`src/hw/smc_ahb_pkg.sv`:
```
/*
 * AHB-lite side definitions for the static memory controller
 * Address and data word types, transfer type and size encodings,
 * byte lane type and the lane selection function
 */

package smc_ahb_pkg;

  typedef logic [31:0] ahb_addr_t;  // Byte address
  typedef logic [31:0] ahb_data_t;  // One data word
  typedef logic [3:0]  byte_lanes_t; // One bit per byte lane, active high

  // Transfer type as driven by the master
  typedef enum logic [1:0] {
    HTRANS_IDLE   = 2'b00,
    HTRANS_BUSY   = 2'b01,
    HTRANS_NONSEQ = 2'b10,
    HTRANS_SEQ    = 2'b11
  } htrans_e;

  // Only sizes up to one word are served
  typedef enum logic [2:0] {
    HSIZE_BYTE = 3'b000,
    HSIZE_HALF = 3'b001,
    HSIZE_WORD = 3'b010
  } hsize_e;

  // Active lanes from low address bits and transfer size
  function automatic byte_lanes_t lanes_of(input logic [1:0] addr_lo, input hsize_e size);
    byte_lanes_t lanes;
    case (size)
      HSIZE_BYTE: lanes = byte_lanes_t'(4'b0001 << addr_lo);   // Lane picked by addr_lo
      HSIZE_HALF: lanes = addr_lo[1] ? 4'b1100 : 4'b0011;      // Upper or lower half
      default:    lanes = 4'b1111;                             // Full word
    endcase
    return lanes;
  endfunction

endpackage

```
`src/hw/smc_emi_pkg.sv`:
```
/*
 * External memory interface definitions
 * Access phase encoding, timing counter width and
 * the external address, data and lane widths
 */

package smc_emi_pkg;

  // Phases of one external access
  typedef enum logic [1:0] {
    PH_IDLE   = 2'b00,  // No access, chip select high
    PH_LEAD   = 2'b01,  // Chip select lead time
    PH_STROBE = 2'b10,  // Wait state window, strobes active
    PH_TRAIL  = 2'b11   // Chip select trail time
  } smc_phase_e;

  // Timing counter width, covers up to 255 wait states
  localparam int TIMING_CNT_W = 8;

  //--------------------------------------------------------------------
  // External bus widths
  //--------------------------------------------------------------------
  localparam int EMI_ADDR_W = 32;
  localparam int EMI_DATA_W = 32;              // As wide as a word transfer
  localparam int EMI_LANES  = EMI_DATA_W / 8;

  typedef logic [EMI_ADDR_W-1:0] emi_addr_t;
  typedef logic [EMI_DATA_W-1:0] emi_data_t;
  typedef logic [EMI_LANES-1:0]  emi_lanes_t;  // Per-lane strobes and enables

endpackage

```
`src/hw/smc_ahb_slave.sv`:
```
/*
 * AHB-lite slave front end
 * Address phase decode and capture, write data capture,
 * hready generation and read data return
 */

`timescale 1ns/1ps

module smc_ahb_slave (
  input  logic                     hclk,
  input  logic                     arst_n,
  // AHB-lite address and data phase
  input  logic                     hsel,
  input  smc_ahb_pkg::htrans_e     htrans,
  input  smc_ahb_pkg::ahb_addr_t   haddr,
  input  logic                     hwrite,
  input  smc_ahb_pkg::hsize_e      hsize,
  input  smc_ahb_pkg::ahb_data_t   hwdata,
  input  logic                     hready,       // Muxed bus ready
  output logic                     smc_hready,
  output smc_ahb_pkg::ahb_data_t   smc_hrdata,
  // Access FSM and external side
  input  logic                     done,         // Last cycle of the access
  input  smc_emi_pkg::emi_data_t   rdata,        // Captured read word
  output logic                     start,        // One-cycle access request
  output logic                     wr,           // Held for whole access
  output smc_ahb_pkg::ahb_addr_t   acc_addr,
  output smc_ahb_pkg::byte_lanes_t acc_lanes,
  output smc_ahb_pkg::ahb_data_t   acc_wdata
);

  import smc_ahb_pkg::*;

  logic accept;      // Valid address phase this cycle
  logic wdata_phase; // First data phase cycle of a write

  // NONSEQ and SEQ both start a transfer, IDLE and BUSY are ignored
  assign accept = hsel && hready &&
                  ((htrans == HTRANS_NONSEQ) || (htrans == HTRANS_SEQ));

  //--------------------------------------------------------------------
  // Address phase
  //--------------------------------------------------------------------
  always_ff @(posedge hclk or negedge arst_n) begin
    if (!arst_n) begin
      start       <= 1'b0;
      wr          <= 1'b0;
      wdata_phase <= 1'b0;
    end else begin
      start       <= accept;             // FSM kicks off next cycle
      wdata_phase <= accept && hwrite;
      if (accept) begin
        wr <= hwrite;                    // Direction for the whole access
      end
    end
  end

  // Address and lanes of the accepted transfer
  always_ff @(posedge hclk) begin
    if (accept) begin
      acc_addr  <= haddr;
      acc_lanes <= lanes_of(haddr[1:0], hsize);
    end
  end

  // Write data arrives one cycle after its address
  always_ff @(posedge hclk) begin
    if (wdata_phase) begin
      acc_wdata <= hwdata;
    end
  end

  //--------------------------------------------------------------------
  // Ready and read data
  //--------------------------------------------------------------------
  // Low from the cycle after acceptance up to and including done
  always_ff @(posedge hclk or negedge arst_n) begin
    if (!arst_n) begin
      smc_hready <= 1'b1;
    end else if (done) begin
      smc_hready <= 1'b1;                // Rises with valid rdata
    end else if (accept) begin
      smc_hready <= 1'b0;
    end
  end

  // Read word is held by the emi side until the next capture
  assign smc_hrdata = rdata;

endmodule

```
`src/hw/smc_access_fsm.sv`:
```
/*
 * Access phase sequencer
 * IDLE, LEAD, STROBE, TRAIL state machine with one reloadable
 * down-counter and the end-of-access pulse
 */

`timescale 1ns/1ps

module smc_access_fsm #(
  parameter int unsigned CSLE_CYCLES = 1,  // Chip select lead, 0 to 3
  parameter int unsigned WS_CYCLES   = 2,  // Wait states, strobe is one longer
  parameter int unsigned CSTE_CYCLES = 1   // Chip select trail, 0 to 3
) (
  input  logic                    hclk,
  input  logic                    arst_n,
  input  logic                    start,   // Pulse from the slave
  output smc_emi_pkg::smc_phase_e phase,
  output logic                    done     // Final cycle of the access
);

  import smc_emi_pkg::*;

  // Counter reload values, count runs down to zero
  localparam logic [TIMING_CNT_W-1:0] LEAD_LOAD =
    TIMING_CNT_W'((CSLE_CYCLES > 0) ? CSLE_CYCLES - 1 : 0);
  localparam logic [TIMING_CNT_W-1:0] STROBE_LOAD =
    TIMING_CNT_W'(WS_CYCLES);                       // WS_CYCLES+1 cycles
  localparam logic [TIMING_CNT_W-1:0] TRAIL_LOAD =
    TIMING_CNT_W'((CSTE_CYCLES > 0) ? CSTE_CYCLES - 1 : 0);

  smc_phase_e              phase_d;
  logic [TIMING_CNT_W-1:0] cnt;        // Cycles left in current phase
  logic [TIMING_CNT_W-1:0] cnt_d;
  logic                    cnt_zero;

  assign cnt_zero = (cnt == '0);

  //--------------------------------------------------------------------
  // Next phase and counter
  //--------------------------------------------------------------------
  always_comb begin
    phase_d = phase;
    cnt_d   = cnt_zero ? cnt : cnt - 1'b1;   // Free running down to zero
    unique case (phase)
      PH_IDLE: begin
        if (start) begin
          if (CSLE_CYCLES > 0) begin
            phase_d = PH_LEAD;
            cnt_d   = LEAD_LOAD;
          end else begin
            phase_d = PH_STROBE;             // No lead time
            cnt_d   = STROBE_LOAD;
          end
        end
      end
      PH_LEAD: begin
        if (cnt_zero) begin
          phase_d = PH_STROBE;
          cnt_d   = STROBE_LOAD;
        end
      end
      PH_STROBE: begin
        if (cnt_zero) begin
          if (CSTE_CYCLES > 0) begin
            phase_d = PH_TRAIL;
            cnt_d   = TRAIL_LOAD;
          end else begin
            phase_d = PH_IDLE;               // No trail time
          end
        end
      end
      PH_TRAIL: begin
        if (cnt_zero) begin
          phase_d = PH_IDLE;
        end
      end
      default: begin
        phase_d = PH_IDLE;
      end
    endcase
  end

  always_ff @(posedge hclk or negedge arst_n) begin
    if (!arst_n) begin
      phase <= PH_IDLE;
      cnt   <= '0;
    end else begin
      phase <= phase_d;
      cnt   <= cnt_d;
    end
  end

  //--------------------------------------------------------------------
  // End of access
  //--------------------------------------------------------------------
  // Last TRAIL cycle, or last STROBE cycle when trail is skipped
  always_comb begin
    if (CSTE_CYCLES > 0) begin
      done = (phase == PH_TRAIL) && cnt_zero;
    end else begin
      done = (phase == PH_STROBE) && cnt_zero;
    end
  end

endmodule

```
`src/hw/smc_emi_drive.sv`:
```
/*
 * External memory interface drivers
 * Registered chip select, read and write strobes, byte enables,
 * address, write data, output enable and read data capture
 */

`timescale 1ns/1ps

module smc_emi_drive (
  input  logic                     hclk,
  input  logic                     arst_n,
  input  smc_emi_pkg::smc_phase_e  phase,
  input  logic                     done,
  input  logic                     wr,
  input  smc_ahb_pkg::ahb_addr_t   acc_addr,
  input  smc_ahb_pkg::byte_lanes_t acc_lanes,
  input  smc_ahb_pkg::ahb_data_t   acc_wdata,
  input  smc_emi_pkg::emi_data_t   data_smc,     // Read data from memory
  output smc_emi_pkg::emi_addr_t   smc_addr,
  output smc_emi_pkg::emi_data_t   smc_data,
  output logic                     smc_n_cs,
  output logic                     smc_n_rd,
  output logic                     smc_n_wr,
  output smc_emi_pkg::emi_lanes_t  smc_n_we,
  output smc_emi_pkg::emi_lanes_t  smc_n_be,
  output logic                     smc_n_ext_oe,
  output smc_emi_pkg::emi_data_t   rdata
);

  import smc_emi_pkg::*;

  logic active;     // Any phase but IDLE
  logic strobe;     // Wait state window
  logic capture;    // Take data_smc this cycle

  assign active = (phase != PH_IDLE);
  assign strobe = (phase == PH_STROBE);

  //--------------------------------------------------------------------
  // Control outputs, one cycle behind phase
  //--------------------------------------------------------------------
  always_ff @(posedge hclk or negedge arst_n) begin
    if (!arst_n) begin
      smc_n_cs     <= 1'b1;
      smc_n_rd     <= 1'b1;
      smc_n_wr     <= 1'b1;
      smc_n_we     <= '1;
      smc_n_be     <= '1;
      smc_n_ext_oe <= 1'b1;
    end else begin
      smc_n_cs     <= ~active;
      smc_n_rd     <= ~(strobe && !wr);
      smc_n_wr     <= ~(strobe && wr);
      smc_n_we     <= ~({EMI_LANES{strobe && wr}} & acc_lanes); // Active lanes only
      smc_n_be     <= active ? ~acc_lanes : '1;                 // Same for reads
      smc_n_ext_oe <= ~(active && wr);  // Drive bus for whole write access
    end
  end

  // Address and write data follow the access, held while idle
  always_ff @(posedge hclk) begin
    if (active) begin
      smc_addr <= acc_addr;
    end
    if (active && wr) begin
      smc_data <= acc_wdata;
    end
  end

  //--------------------------------------------------------------------
  // Read capture
  //--------------------------------------------------------------------
  // Last cycle the registered read strobe is low, which is the first
  // TRAIL cycle. Without trail time take it on done instead
  assign capture = !wr &&
                   (((phase == PH_TRAIL) && !smc_n_rd) ||
                    (done && strobe));

  always_ff @(posedge hclk) begin
    if (capture) begin
      rdata <= data_smc;     // Held until the next read
    end
  end

endmodule

```
`src/hw/smc_lite.sv`:
```
/*
 * Static memory controller top level, AHB-lite slave
 * Slave front end, access sequencer and external drivers
 */

`timescale 1ns/1ps

module smc_lite #(
  parameter int unsigned CSLE_CYCLES = 1,
  parameter int unsigned WS_CYCLES   = 2,
  parameter int unsigned CSTE_CYCLES = 1
) (
  input  logic                    hclk,
  input  logic                    arst_n,
  // AHB-lite
  input  logic                    hsel,
  input  smc_ahb_pkg::htrans_e    htrans,
  input  smc_ahb_pkg::ahb_addr_t  haddr,
  input  logic                    hwrite,
  input  smc_ahb_pkg::hsize_e     hsize,
  input  smc_ahb_pkg::ahb_data_t  hwdata,
  input  logic                    hready,
  output logic                    smc_hready,
  output smc_ahb_pkg::ahb_data_t  smc_hrdata,
  // External memory
  input  smc_emi_pkg::emi_data_t  data_smc,
  output smc_emi_pkg::emi_addr_t  smc_addr,
  output smc_emi_pkg::emi_data_t  smc_data,
  output logic                    smc_n_cs,
  output logic                    smc_n_rd,
  output logic                    smc_n_wr,
  output smc_emi_pkg::emi_lanes_t smc_n_we,
  output smc_emi_pkg::emi_lanes_t smc_n_be,
  output logic                    smc_n_ext_oe
);

  import smc_ahb_pkg::*;
  import smc_emi_pkg::*;

  logic        start;      // Access request pulse
  logic        done;       // End of access
  logic        wr;
  ahb_addr_t   acc_addr;
  byte_lanes_t acc_lanes;
  ahb_data_t   acc_wdata;
  emi_data_t   rdata;
  smc_phase_e  phase;

  smc_ahb_slave i_ahb_slave (
    .hclk, .arst_n, .hsel, .htrans, .haddr, .hwrite, .hsize, .hwdata, .hready,
    .smc_hready, .smc_hrdata, .done, .rdata,
    .start, .wr, .acc_addr, .acc_lanes, .acc_wdata
  );

  smc_access_fsm #(
    .CSLE_CYCLES (CSLE_CYCLES),
    .WS_CYCLES   (WS_CYCLES),
    .CSTE_CYCLES (CSTE_CYCLES)
  ) i_access_fsm (
    .hclk, .arst_n, .start, .phase, .done
  );

  smc_emi_drive i_emi_drive (
    .hclk, .arst_n, .phase, .done, .wr, .acc_addr, .acc_lanes, .acc_wdata,
    .data_smc, .smc_addr, .smc_data, .smc_n_cs, .smc_n_rd, .smc_n_wr,
    .smc_n_we, .smc_n_be, .smc_n_ext_oe, .rdata
  );

endmodule

```
`config.mk`:
```
export PLATFORM = sky130hd
export DESIGN_NAME = smc_lite
export DESIGN_NICKNAME = d
export VERILOG_FILES = /design/src/hw/smc_ahb_pkg.sv /design/src/hw/smc_emi_pkg.sv /design/src/hw/smc_ahb_slave.sv /design/src/hw/smc_access_fsm.sv /design/src/hw/smc_emi_drive.sv /design/src/hw/smc_lite.sv
export SDC_FILE = /design/constraint.sdc
export NUM_CORES = 1
export LEC_CHECK = 0
export ABC_AREA = 0
export BUFFER_PORTS_ARGS = -buffer_cell sky130_fd_sc_hd__buf_4
export CAP_MARGIN = 15
export CORE_MARGIN = 1.5
export CORE_UTILIZATION = 45
export DETAILED_ROUTE_END_ITERATION = 10
export PLACE_DENSITY = 0.72
export SYNTH_ARGS = -nofsm -noshare
export SYNTH_HDL_FRONTEND = slang
export SYNTH_HIERARCHICAL = 1
export SYNTH_SLANG_ARGS = --single-unit
```
`constraint.sdc`:
```
create_clock -name hclk -period 7.9 [get_ports hclk]
set_input_delay 1.58 -clock hclk [delete_from_list [all_inputs] [get_ports hclk]]
set_output_delay 1.58 -clock hclk [all_outputs]
set_load 0.02 [all_outputs]
```
==> qor.csv, run 1 <==
metric,value,unit
r2r-start,i_access_fsm/cnt[0],
pwr-share-clk,29.5,%
post_cts_resized,0,
die_y,122.3,microns
synth-warning-count,6,
fin_crit_sh,35.44,%
p_int,1.986,mW
multiInputGateArea,539.3,sq um
cts_setup_buffers,0,
cp.arrival,2830,ps
placementRows,43,
overflow,0,
ys_seq_area_share,87.25,%
cts_buffers,17,
criticalPathCategory,reg2reg,
hold_path_depth,1,
power.density,325.1,nW/um^2
fin_crit,2800,ps
yosys_most_used_dff,edfxtp_1,
syn-cell-area,6409,sq um
reg2regPathDepth,6,
cts_buffer_depth,2,
met3_usage,6.413,%
startpoint_type,register,
setup_viol,0,
min_to,i_emi_drive/smc_n_we[1],
async_flop_share,13.68,%
hp-start,i_ahb_slave/acc_lanes[1],
synth-edff-count,164,
grt_pass1_wl,17240,microns
cts-root-buf,clkbuf_16,
drv_slew,0,
required,7930,ps
cp-end-kind,register,
drt_iter0_markers,137,
nets,622,
vias_per_cell,4.689,
cts_tree,yes,
reg2reg_slack,5100,ps
syn-mean-instance-area,20.81,sq um
via_count,3292,
tightest_slew,1032,ps
met2_usage,26.61,%
vdd.ir_drop.worst,0.1860,mV
synth.distinct_cells,39,
register_area,5592,sq um
timing.final.ws_setup,5100,ps
netSwitchingFraction,29.10,%
die_area,14970,sq um
port_buffers,213,
maxSlewHeadroom,31.06,%
antenna_found_initial,0,
ant_nets,0,
max_freq,0.3572,GHz
worstReg2RegEnd,i_emi_drive/rdata[6],
grt_max_degree,40,
ios,215,
first_pass_iters,4,
p_sw,0.8151,mW
start_util,46.17,%
clk_latency,420,ps
synth-seq-cells,190,
fill_cells,1023,
gp_congestion,0.7636,
die_w,122.3,microns
ctsHoldBuffers,0,
clkTransAtPathRegs,70,ps
fin_setup_tns,0,ps
cts.sinks,190,
holdWs,390.0,ps
rsz0062_at_grt,no,
maxCapViolCount,0,
p_leak,3.427,nW
drive_above_1_share,52.30,%
clock_skew,8.041,ps
hp-class,reg2reg,
wl_per_cell,16.84,microns
pwr-share-seq,48.2,%
use_met1,17.96,%
coreArea,13880,sq um
area_growth,34.44,%
pre_cts_ws,5056,ps
grt_pass1_vias,3315,
status,completed,
p_comb_share,22.3,%
finalHoldViolations,0,
htree_levels,4,
finalWirelength,11820,microns
syn_inst,308,
cp_max_fo,32,
hpwl,8278,microns
antennaDiodeCount,0,
grt_usage,15.75,%
drc,0,
busiest_layer,met2,
final_cell_area,8616,sq um
synth_nets,421,
dpl-instance-area,8000,sq um
[state kept, by name (all words and copies together) (netlist names), 2 cells and up]
| name | flops |
|---|---|
| i_ahb_slave/acc_lanes | 4 |
| i_access_fsm/phase | 2 |
| i_emi_drive/rdata | 32 |
| i_emi_drive/smc_n_be | 4 |
| i_emi_drive/smc_data | 32 |
| i_ahb_slave/acc_addr | 32 |
| i_ahb_slave/acc_wdata | 32 |
| i_access_fsm/cnt | 8 |
| i_emi_drive/smc_addr | 32 |
| i_emi_drive/smc_n_we | 4 |
[power by group through the flow]
stage	Sequential (mW)	Clock, mW	Combinational, mW
after global placement	1.36	0	0.607
after CTS	1.35	0.847	0.632
final	1.35	0.826	0.624
after detailed placement	1.37	0	0.626
after global routing	1.37	0.882	0.674
after floorplan	1.47	0	0.261
[cells in the mapped netlist, drive strengths merged (5+ instances only)]
master / count / area (sq um)
dfrtp: 13 / 325.3
ha: 7 / 87.58
nand2: 9 / 33.78
edfxtp: 164 / 4925
a21oi: 6 / 30.03
dfstp: 13 / 341.6
inv: 10 / 37.54
nor2: 9 / 41.29
o21ai: 6 / 30.03
buf: 33 / 251.5
nor3: 5 / 25.02
[cell families (layout without fill, tap and decap cells)]
logic type | Yosys count | count (layout) | synth area share, %
AO/OA/AOI/OAI | 19 | 19 | 1.796
adder cells (fa/ha/maj) | 7 | 7 | 1.367
multiplexers | 2 | 2 | 0.3319
flip-flops | 190 | 190 | 87.25
AND/OR/NAND/NOR | 45 | 45 | 4.471
XOR/XNOR | 2 | 2 | 0.2734
buffers and inverters | 43 | 257 | 4.510
[cells in the final DEF, fill, tap and decap left out, types with 2 or more instances in the layout]
cell type / count
buf_4: 214
edfxtp_1: 164
clkbuf_16: 19
dfrtp_1: 13
dfstp_2: 13
inv_1: 10
nand2_1: 9
ha_1: 7
nor2_1: 6
inv_6: 5
a21oi_1: 5
nor3_1: 5
o21ai_1: 4
clkinv_2: 3
nor2b_1: 3
nor2_2: 3
inv_8: 2
nor4_2: 2
o21ai_0: 2
o31ai_1: 2
xnor2_1: 2
nand3_1: 2
a21o_1: 2
nand2b_1: 2
[through the flow]
step                      power (mW)  cells  util, %
after CTS                      2.833    701    61.87
after global routing           2.923    702    62.07
after detailed placement       1.999    669    57.63
after floorplan                1.735    308        -
after global placement         1.971    669    57.63
final                          2.801    702    62.07
[routing by layer]
metal	vias to the layer above	routed length [microns]
met1	1596	4394
li1	1526	-
met2	153	6088
met5	-	0
met3	17	1155
met4	0	184
[worst max-delay path: stages, from the launching register on]
cell and delay (ps):
dfrtp_1 390, inv_1 90, ha_1 230, nor3b_1 500, and3_1 270, nand2b_1 100
a21oi_4 810
[area by class of cell]
type | count | area share, %
multi-input combinational | 75 | 6.259
timing repair buffer | 215 | 18.97
clock buffer | 19 | 5.518
clock inverter | 13 | 1.307
sequential | 190 | 64.90
tap | 180 | 2.614
inverter | 10 | 0.4357
[worst max-delay path by stage]
| stage | slack, ps | end | from | depth (start not counted) |
|---|---|---|---|---|
| final | 5100 | i_emi_drive/rdata[6] | i_access_fsm/cnt[0] | 6 |
| after floorplan | 4590 | i_emi_drive/rdata[0] | i_access_fsm/cnt[0] | 6 |
| after CTS | 5040 | i_emi_drive/rdata[6] | i_access_fsm/cnt[0] | 6 |
| after global routing | 4890 | i_emi_drive/rdata[31] | i_access_fsm/cnt[0] | 6 |
| after detailed placement | 5060 | i_emi_drive/rdata[12] | i_access_fsm/cnt[0] | 6 |
| after global placement | 5180 | i_emi_drive/rdata[12] | i_access_fsm/cnt[0] | 6 |
(Power assumes the default switching activity.)
==> run 2, diff against run 1 <==
clock period = 2.8 ns   (was 7.9 ns; I/O delays follow)
==> run 2 against run 1 <==
Against the previous run: count of clock-buffer cells in the layout is 1 higher; routed wire length is 0.14% lower; core utilization is 0.099 points higher; register-to-register slack worse by 4400 ps; global-route usage is 0.24 points higher; power grew to 2.8 times the previous value; combinational power grew to 2.9 times the previous value; critical path type unchanged; largest cell class unchanged; highest routed layer unchanged.
==> qor.csv, run 2 (synthesis gave the netlist of run 1 again) <==
metric,value,unit,change
wl_per_cell,16.74,microns,was 16.84 microns
cts.sinks,190,,unchanged
port_buffers,213,,unchanged
fill_cells,1057,,"was 1,023"
maxCapViolCount,0,,unchanged
gp_congestion,0.7253,,was 0.7636
start_util,46.17,%,unchanged
antennaDiodeCount,0,,unchanged
criticalPathCategory,reg2reg,,unchanged
vias_per_cell,4.689,,about the same
startpoint_type,register,,unchanged
cts_buffers,17,,unchanged
die_area,14970,sq um,unchanged
overflow,0,,unchanged
final_cell_area,8630,sq um,was 8616 sq um
via_count,3306,,"was 3,292"
cts_tree,yes,,unchanged
fin_setup_tns,0,ps,unchanged
dp_cells,673,,was 669
dpl-instance-area,8043,sq um,was 8000 sq um
drt_iter0_markers,198,,was 137
p_comb_share,22.4,%,was 22.3%
final-instance-count-excl-fill,705,,was 702
vdd.ir_drop.worst,0.5156,mV,was 0.1860 mV
clkTransAtPathRegs,70,ps,about the same
drc,0,,unchanged
required,2910,ps,was 7930 ps
p_int,5.688,mW,was 1.986 mW
grt_pass1_vias,3444,,"was 3,315"
nets,625,,was 622
cp.arrival,2250,ps,was 2830 ps
cts_buffer_depth,2,,unchanged
cp-end-kind,register,,unchanged
layout_commonest_cell,buf_4,,unchanged
ctsHoldBuffers,0,,unchanged
ios,215,,unchanged
fin_crit,2143,ps,was 2800 ps
first_pass_iters,4,,unchanged
cts-root-buf,clkbuf_16,,unchanged
drv_slew,0,,unchanged
die_y,122.3,microns,unchanged
power.density,922.6,nW/um^2,was 325.1 nW/um^2
fin_crit_sh,76.54,%,was 35.44%
ant_nets,0,,unchanged
p_sw,2.274,mW,was 0.8151 mW
grt_pass1_wl,17360,microns,"was 17,240 microns"
area_growth,34.65,%,was 34.44%
finalWirelength,11810,microns,"was 11,820 microns"
netSwitchingFraction,28.56,%,was 29.10%
die_w,122.3,microns,unchanged
hp-class,in2async,,was reg2reg
drive_above_1_share,52.00,%,was 52.30%
grt_usage,16.00,%,was 15.75%
setup_viol,0,,unchanged
rsz0062_at_grt,no,,unchanged
pwr-share-seq,47.7,%,was 48.2%
clock_skew,8.276,ps,was 8.041 ps
max_freq,0.4666,GHz,was 0.3572 GHz
cts_setup_buffers,0,,unchanged
placementRows,43,,unchanged
tightest_slew,669.8,ps,was 1032 ps
grt_max_degree,39,,was 40
antenna_found_initial,0,,unchanged
pwr-share-clk,29.8,%,was 29.5%
clk_latency,420,ps,about the same
maxSlewHeadroom,54.98,%,was 31.06%
finalHoldViolations,0,,unchanged
final_cell_mix,"buf_4, edfxtp_1, clkbuf_16, dfrtp_1, dfstp_2",,unchanged
cp_max_fo,32,,unchanged
hpwl,8248,microns,was 8278 microns
htree_levels,4,,unchanged
status,completed,,unchanged
coreArea,13880,sq um,unchanged
post_cts_resized,0,,unchanged
p_leak,3.422,nW,was 3.427 nW
[run 2: metrics by stage]
stage                     power (mW)  util [%]  setup WS (ps)  hold slack (ps)
final                          7.962     62.17          657.0            42.01
after global routing           8.321     62.17          504.7            48.46
after CTS                      8.062     62.17          665.1            34.30
after detailed placement       5.661     57.94          682.2            385.5
after global placement         5.596     57.94          767.7            381.1
after floorplan                4.897         -          190.2            264.4
[run 2: metal layers]
layer	up-vias	part of all wire, %	global-route usage, %
met1	1605	37	17.36
li1	1527	-	-
met3	23	10	7.667
met5	-	0	0
met4	0	2.3	7.267
met2	151	50	26.57
[run 2: critical path, cell delays in order (launching register included)]
cell and delay, ps:
dfrtp_1 390, inv_1 90, ha_1 220, nor3b_1 240, buf_4 170, and3_1 190
nand2b_1 100, a21oi_4 190, buf_12 220
[run 2: area by class of cell]
type | instances | area (sq um) | share of cell area, %
well taps | 180 | 225.2 | 2.610
repair buffers | 218 | 1649 | 19.11
multi-input cells | 75 | 539.3 | 6.249
clock buffers | 20 | 436.7 | 5.060
inverters | 10 | 37.54 | 0.4350
clock inverters | 12 | 150.1 | 1.740
flip-flops and latches | 190 | 5592 | 64.80
[run 2: power by group through the flow]
stage | clock network (mW) | registers, mW | logic, mW
final | 2.37 | 3.80 | 1.79
after floorplan | 0 | 4.16 | 0.740
after global placement | 0 | 3.83 | 1.76
after CTS | 2.44 | 3.81 | 1.82
after detailed placement | 0 | 3.86 | 1.81
after global routing | 2.54 | 3.85 | 1.94
[run 2: worst paths after layout]
path	startpoint	endpoint	slack [ps]	cells past startpoint
setup / recovery	i_access_fsm/cnt[0]	i_emi_drive/rdata[9]	660	8
setup reg to reg	i_access_fsm/cnt[0]	i_emi_drive/rdata[9]	660	8
hold reg to reg	i_ahb_slave/acc_lanes[0]	i_emi_drive/smc_n_be[0]	390	1
hold / removal	arst_n	i_access_fsm/cnt[0]	40	1
min in group hclk	haddr[3]	i_ahb_slave/acc_addr[3]	310	1
max in group asynchronous	arst_n	i_ahb_slave/smc_hready	2450	1
==> run 3, diff against run 2 <==
PLACE_DENSITY = 0.74   (was 0.72)
clock period = 1.95 ns   (was 2.8 ns; I/O delays follow)
==> run 3 against run 2 <==
Against the previous run: largest cell class unchanged; highest routed layer unchanged; power up 44%; critical endpoint is now i_emi_drive/rdata[31]; sequential power up 44%; fmax is 13% higher.
==> qor.csv, run 3 (synthesis gave the netlist of run 1 again) <==
metric,value,unit,change
drive_above_1_share,54.10,%,was 52.00%
overflow,0,,unchanged
cts.sinks,190,,unchanged
grt_pass1_wl,16920,microns,"was 17,360 microns"
drt_iter0_markers,189,,was 198
holdWs,138.2,ps,was 42.01 ps
final_cell_mix,"buf_4, edfxtp_1, clkbuf_16, dfrtp_1, dfstp_2",,unchanged
clk_latency,420,ps,about the same
status,completed,,unchanged
met2_usage,26.22,%,was 26.57%
busiest_layer,met2,,unchanged
ant_nets,0,,unchanged
grt_usage,15.70,%,was 16.00%
hpwl,8462,microns,was 8248 microns
cts_buffer_depth,2,,unchanged
required,2080,ps,was 2910 ps
cp.arrival,2030,ps,was 2250 ps
cts-root-buf,clkbuf_16,,unchanged
finalHoldViolations,0,,unchanged
fin_crit,1893,ps,was 2143 ps
fin_crit_sh,97.10,%,was 76.54%
htree_levels,4,,unchanged
layout_commonest_cell,buf_4,,unchanged
antennaDiodeCount,0,,unchanged
tightest_slew,420.1,ps,was 669.8 ps
hp-class,in2reg,,was in2async
grt_pass1_vias,3256,,"was 3,444"
dpl-instance-area,8099,sq um,was 8043 sq um
wl_per_cell,16.59,microns,was 16.74 microns
die_w,122.3,microns,unchanged
drv_slew,0,,unchanged
worstReg2RegEnd,i_emi_drive/rdata[31],,was i_emi_drive/rdata[9]
worstSetupEndpoint,i_emi_drive/rdata[31],,was i_emi_drive/rdata[9]
cts_tree,yes,,unchanged
die_area,14970,sq um,unchanged
met3_usage,5.716,%,was 7.667%
p_leak,3.478,nW,was 3.422 nW
use_met1,17.76,%,was 17.36%
coreArea,13880,sq um,unchanged
startpoint,i_access_fsm/cnt[0],,unchanged
die_y,122.3,microns,unchanged
timing.final.ws_setup,56.54,ps,was 657.0 ps
start_util,46.17,%,unchanged
cp-end-kind,register,,unchanged
final_cell_area,8763,sq um,was 8630 sq um
vias_per_cell,4.673,,was 4.689
clkTransAtPathRegs,70,ps,about the same
final-instance-count-excl-fill,716,,was 705
pre_cts_ws,43.34,ps,was 682.2 ps
fill_cells,985,,"was 1,057"
r2r-start,i_access_fsm/cnt[0],,unchanged
via_count,3346,,"was 3,306"
drc,0,,unchanged
nets,636,,was 625
finalWirelength,11880,microns,"was 11,810 microns"
reg2regPathDepth,7,,was 8
placementRows,43,,unchanged
rsz0062_at_grt,no,,unchanged
cp_max_fo,8,,was 32
gp_congestion,0.8014,,was 0.7253
area_growth,36.74,%,was 34.65%
grt_max_degree,38,,was 39
power.density,1308,nW/um^2,was 922.6 nW/um^2
dp_cells,677,,was 673
reg2reg_slack,60,ps,was 660 ps
first_pass_iters,4,,unchanged
vdd.ir_drop.worst,0.6630,mV,was 0.5156 mV
maxSlewHeadroom,71.99,%,was 54.98%
max_freq,0.5281,GHz,was 0.4666 GHz
maxCapViolCount,0,,unchanged
criticalPathCategory,reg2reg,,unchanged
port_buffers,213,,unchanged
setup_viol,0,,unchanged
ios,215,,unchanged
cts_buffers,17,,unchanged
startpoint_type,register,,unchanged
clock_skew,9.036,ps,was 8.276 ps
antenna_found_initial,0,,unchanged
[run 3: changes by cell type in the layout (fill, tap and decap cells not counted), sizes merged]
cell / delta
clkinvlp: +1
clkinv: +4
buf: +9
dlygate4sd3: +1
bufinv: -2
clkbuf: -2
[run 3: repair_timing]
item                                    in CTS  in global routing
hold endpoints to repair                    13                  0
resized for setup                            0                  6
hold buffers                                 1                  0
endpoints found under the setup margin       0                 32
buffers inserted                             0                  4
[run 3: final cells by class]
class,instances,area (sq um),area share (%)
Inverter,10,37.54,0.4283
Timing Repair Buffer,229,1768,20.17
Clock inverter,15,131.4,1.499
Tap cell,180,225.2,2.570
Multi-Input combinational cell,75,584.3,6.668
Clock buffer,17,425.4,4.854
Sequential cell,190,5592,63.81
[run 3: critical path, stage by stage, from the launching register on]
cell and delay, ps:
dfrtp_1 400, inv_2 90, ha_4 150, nor3b_4 200, and3_4 240, nand2b_4 60, a21oi_4 260, clkbuf_16 210
[run 3: worst min-delay path by stage]
stage,startpoint,endpoint,slack [ps],depth (start not counted)
after detailed placement,arst_n,i_access_fsm/cnt[5],320,1
after global routing,haddr[5],i_ahb_slave/acc_addr[5],110,1
after global placement,arst_n,i_access_fsm/cnt[4],310,1
after CTS,haddr[5],i_ahb_slave/acc_addr[5],110,1
final,haddr[30],i_ahb_slave/acc_addr[30],140,1
after floorplan,arst_n,i_access_fsm/cnt[0],90,0
[run 3: report_power, final]
group	switching [mW]	internal [mW]	leakage (nW)
Combinational	1.57	1.26	1.37
Sequential	0.292	5.18	1.85
Clock	1.50	1.67	0.263
Total	3.36	8.10	3.48
[run 3: stage by stage]
stage / total power, mW / utilization (%) / setup TNS [ps]
after floorplan: 7.067 / - / -5612
after global placement: 8.144 / 58.35 / 0
after detailed placement: 8.245 / 58.35 / 0
after CTS: 11.44 / 62.43 / 0
after global routing: 12.00 / 63.13 / 0
final: 11.47 / 63.13 / 0
[run 3: metal layers]
metal | vias up | share of wire (%)
met5 | - | 0
met4 | 0 | 2.3
met1 | 1600 | 37
met2 | 170 | 51
met3 | 21 | 9.5
li1 | 1555 | -
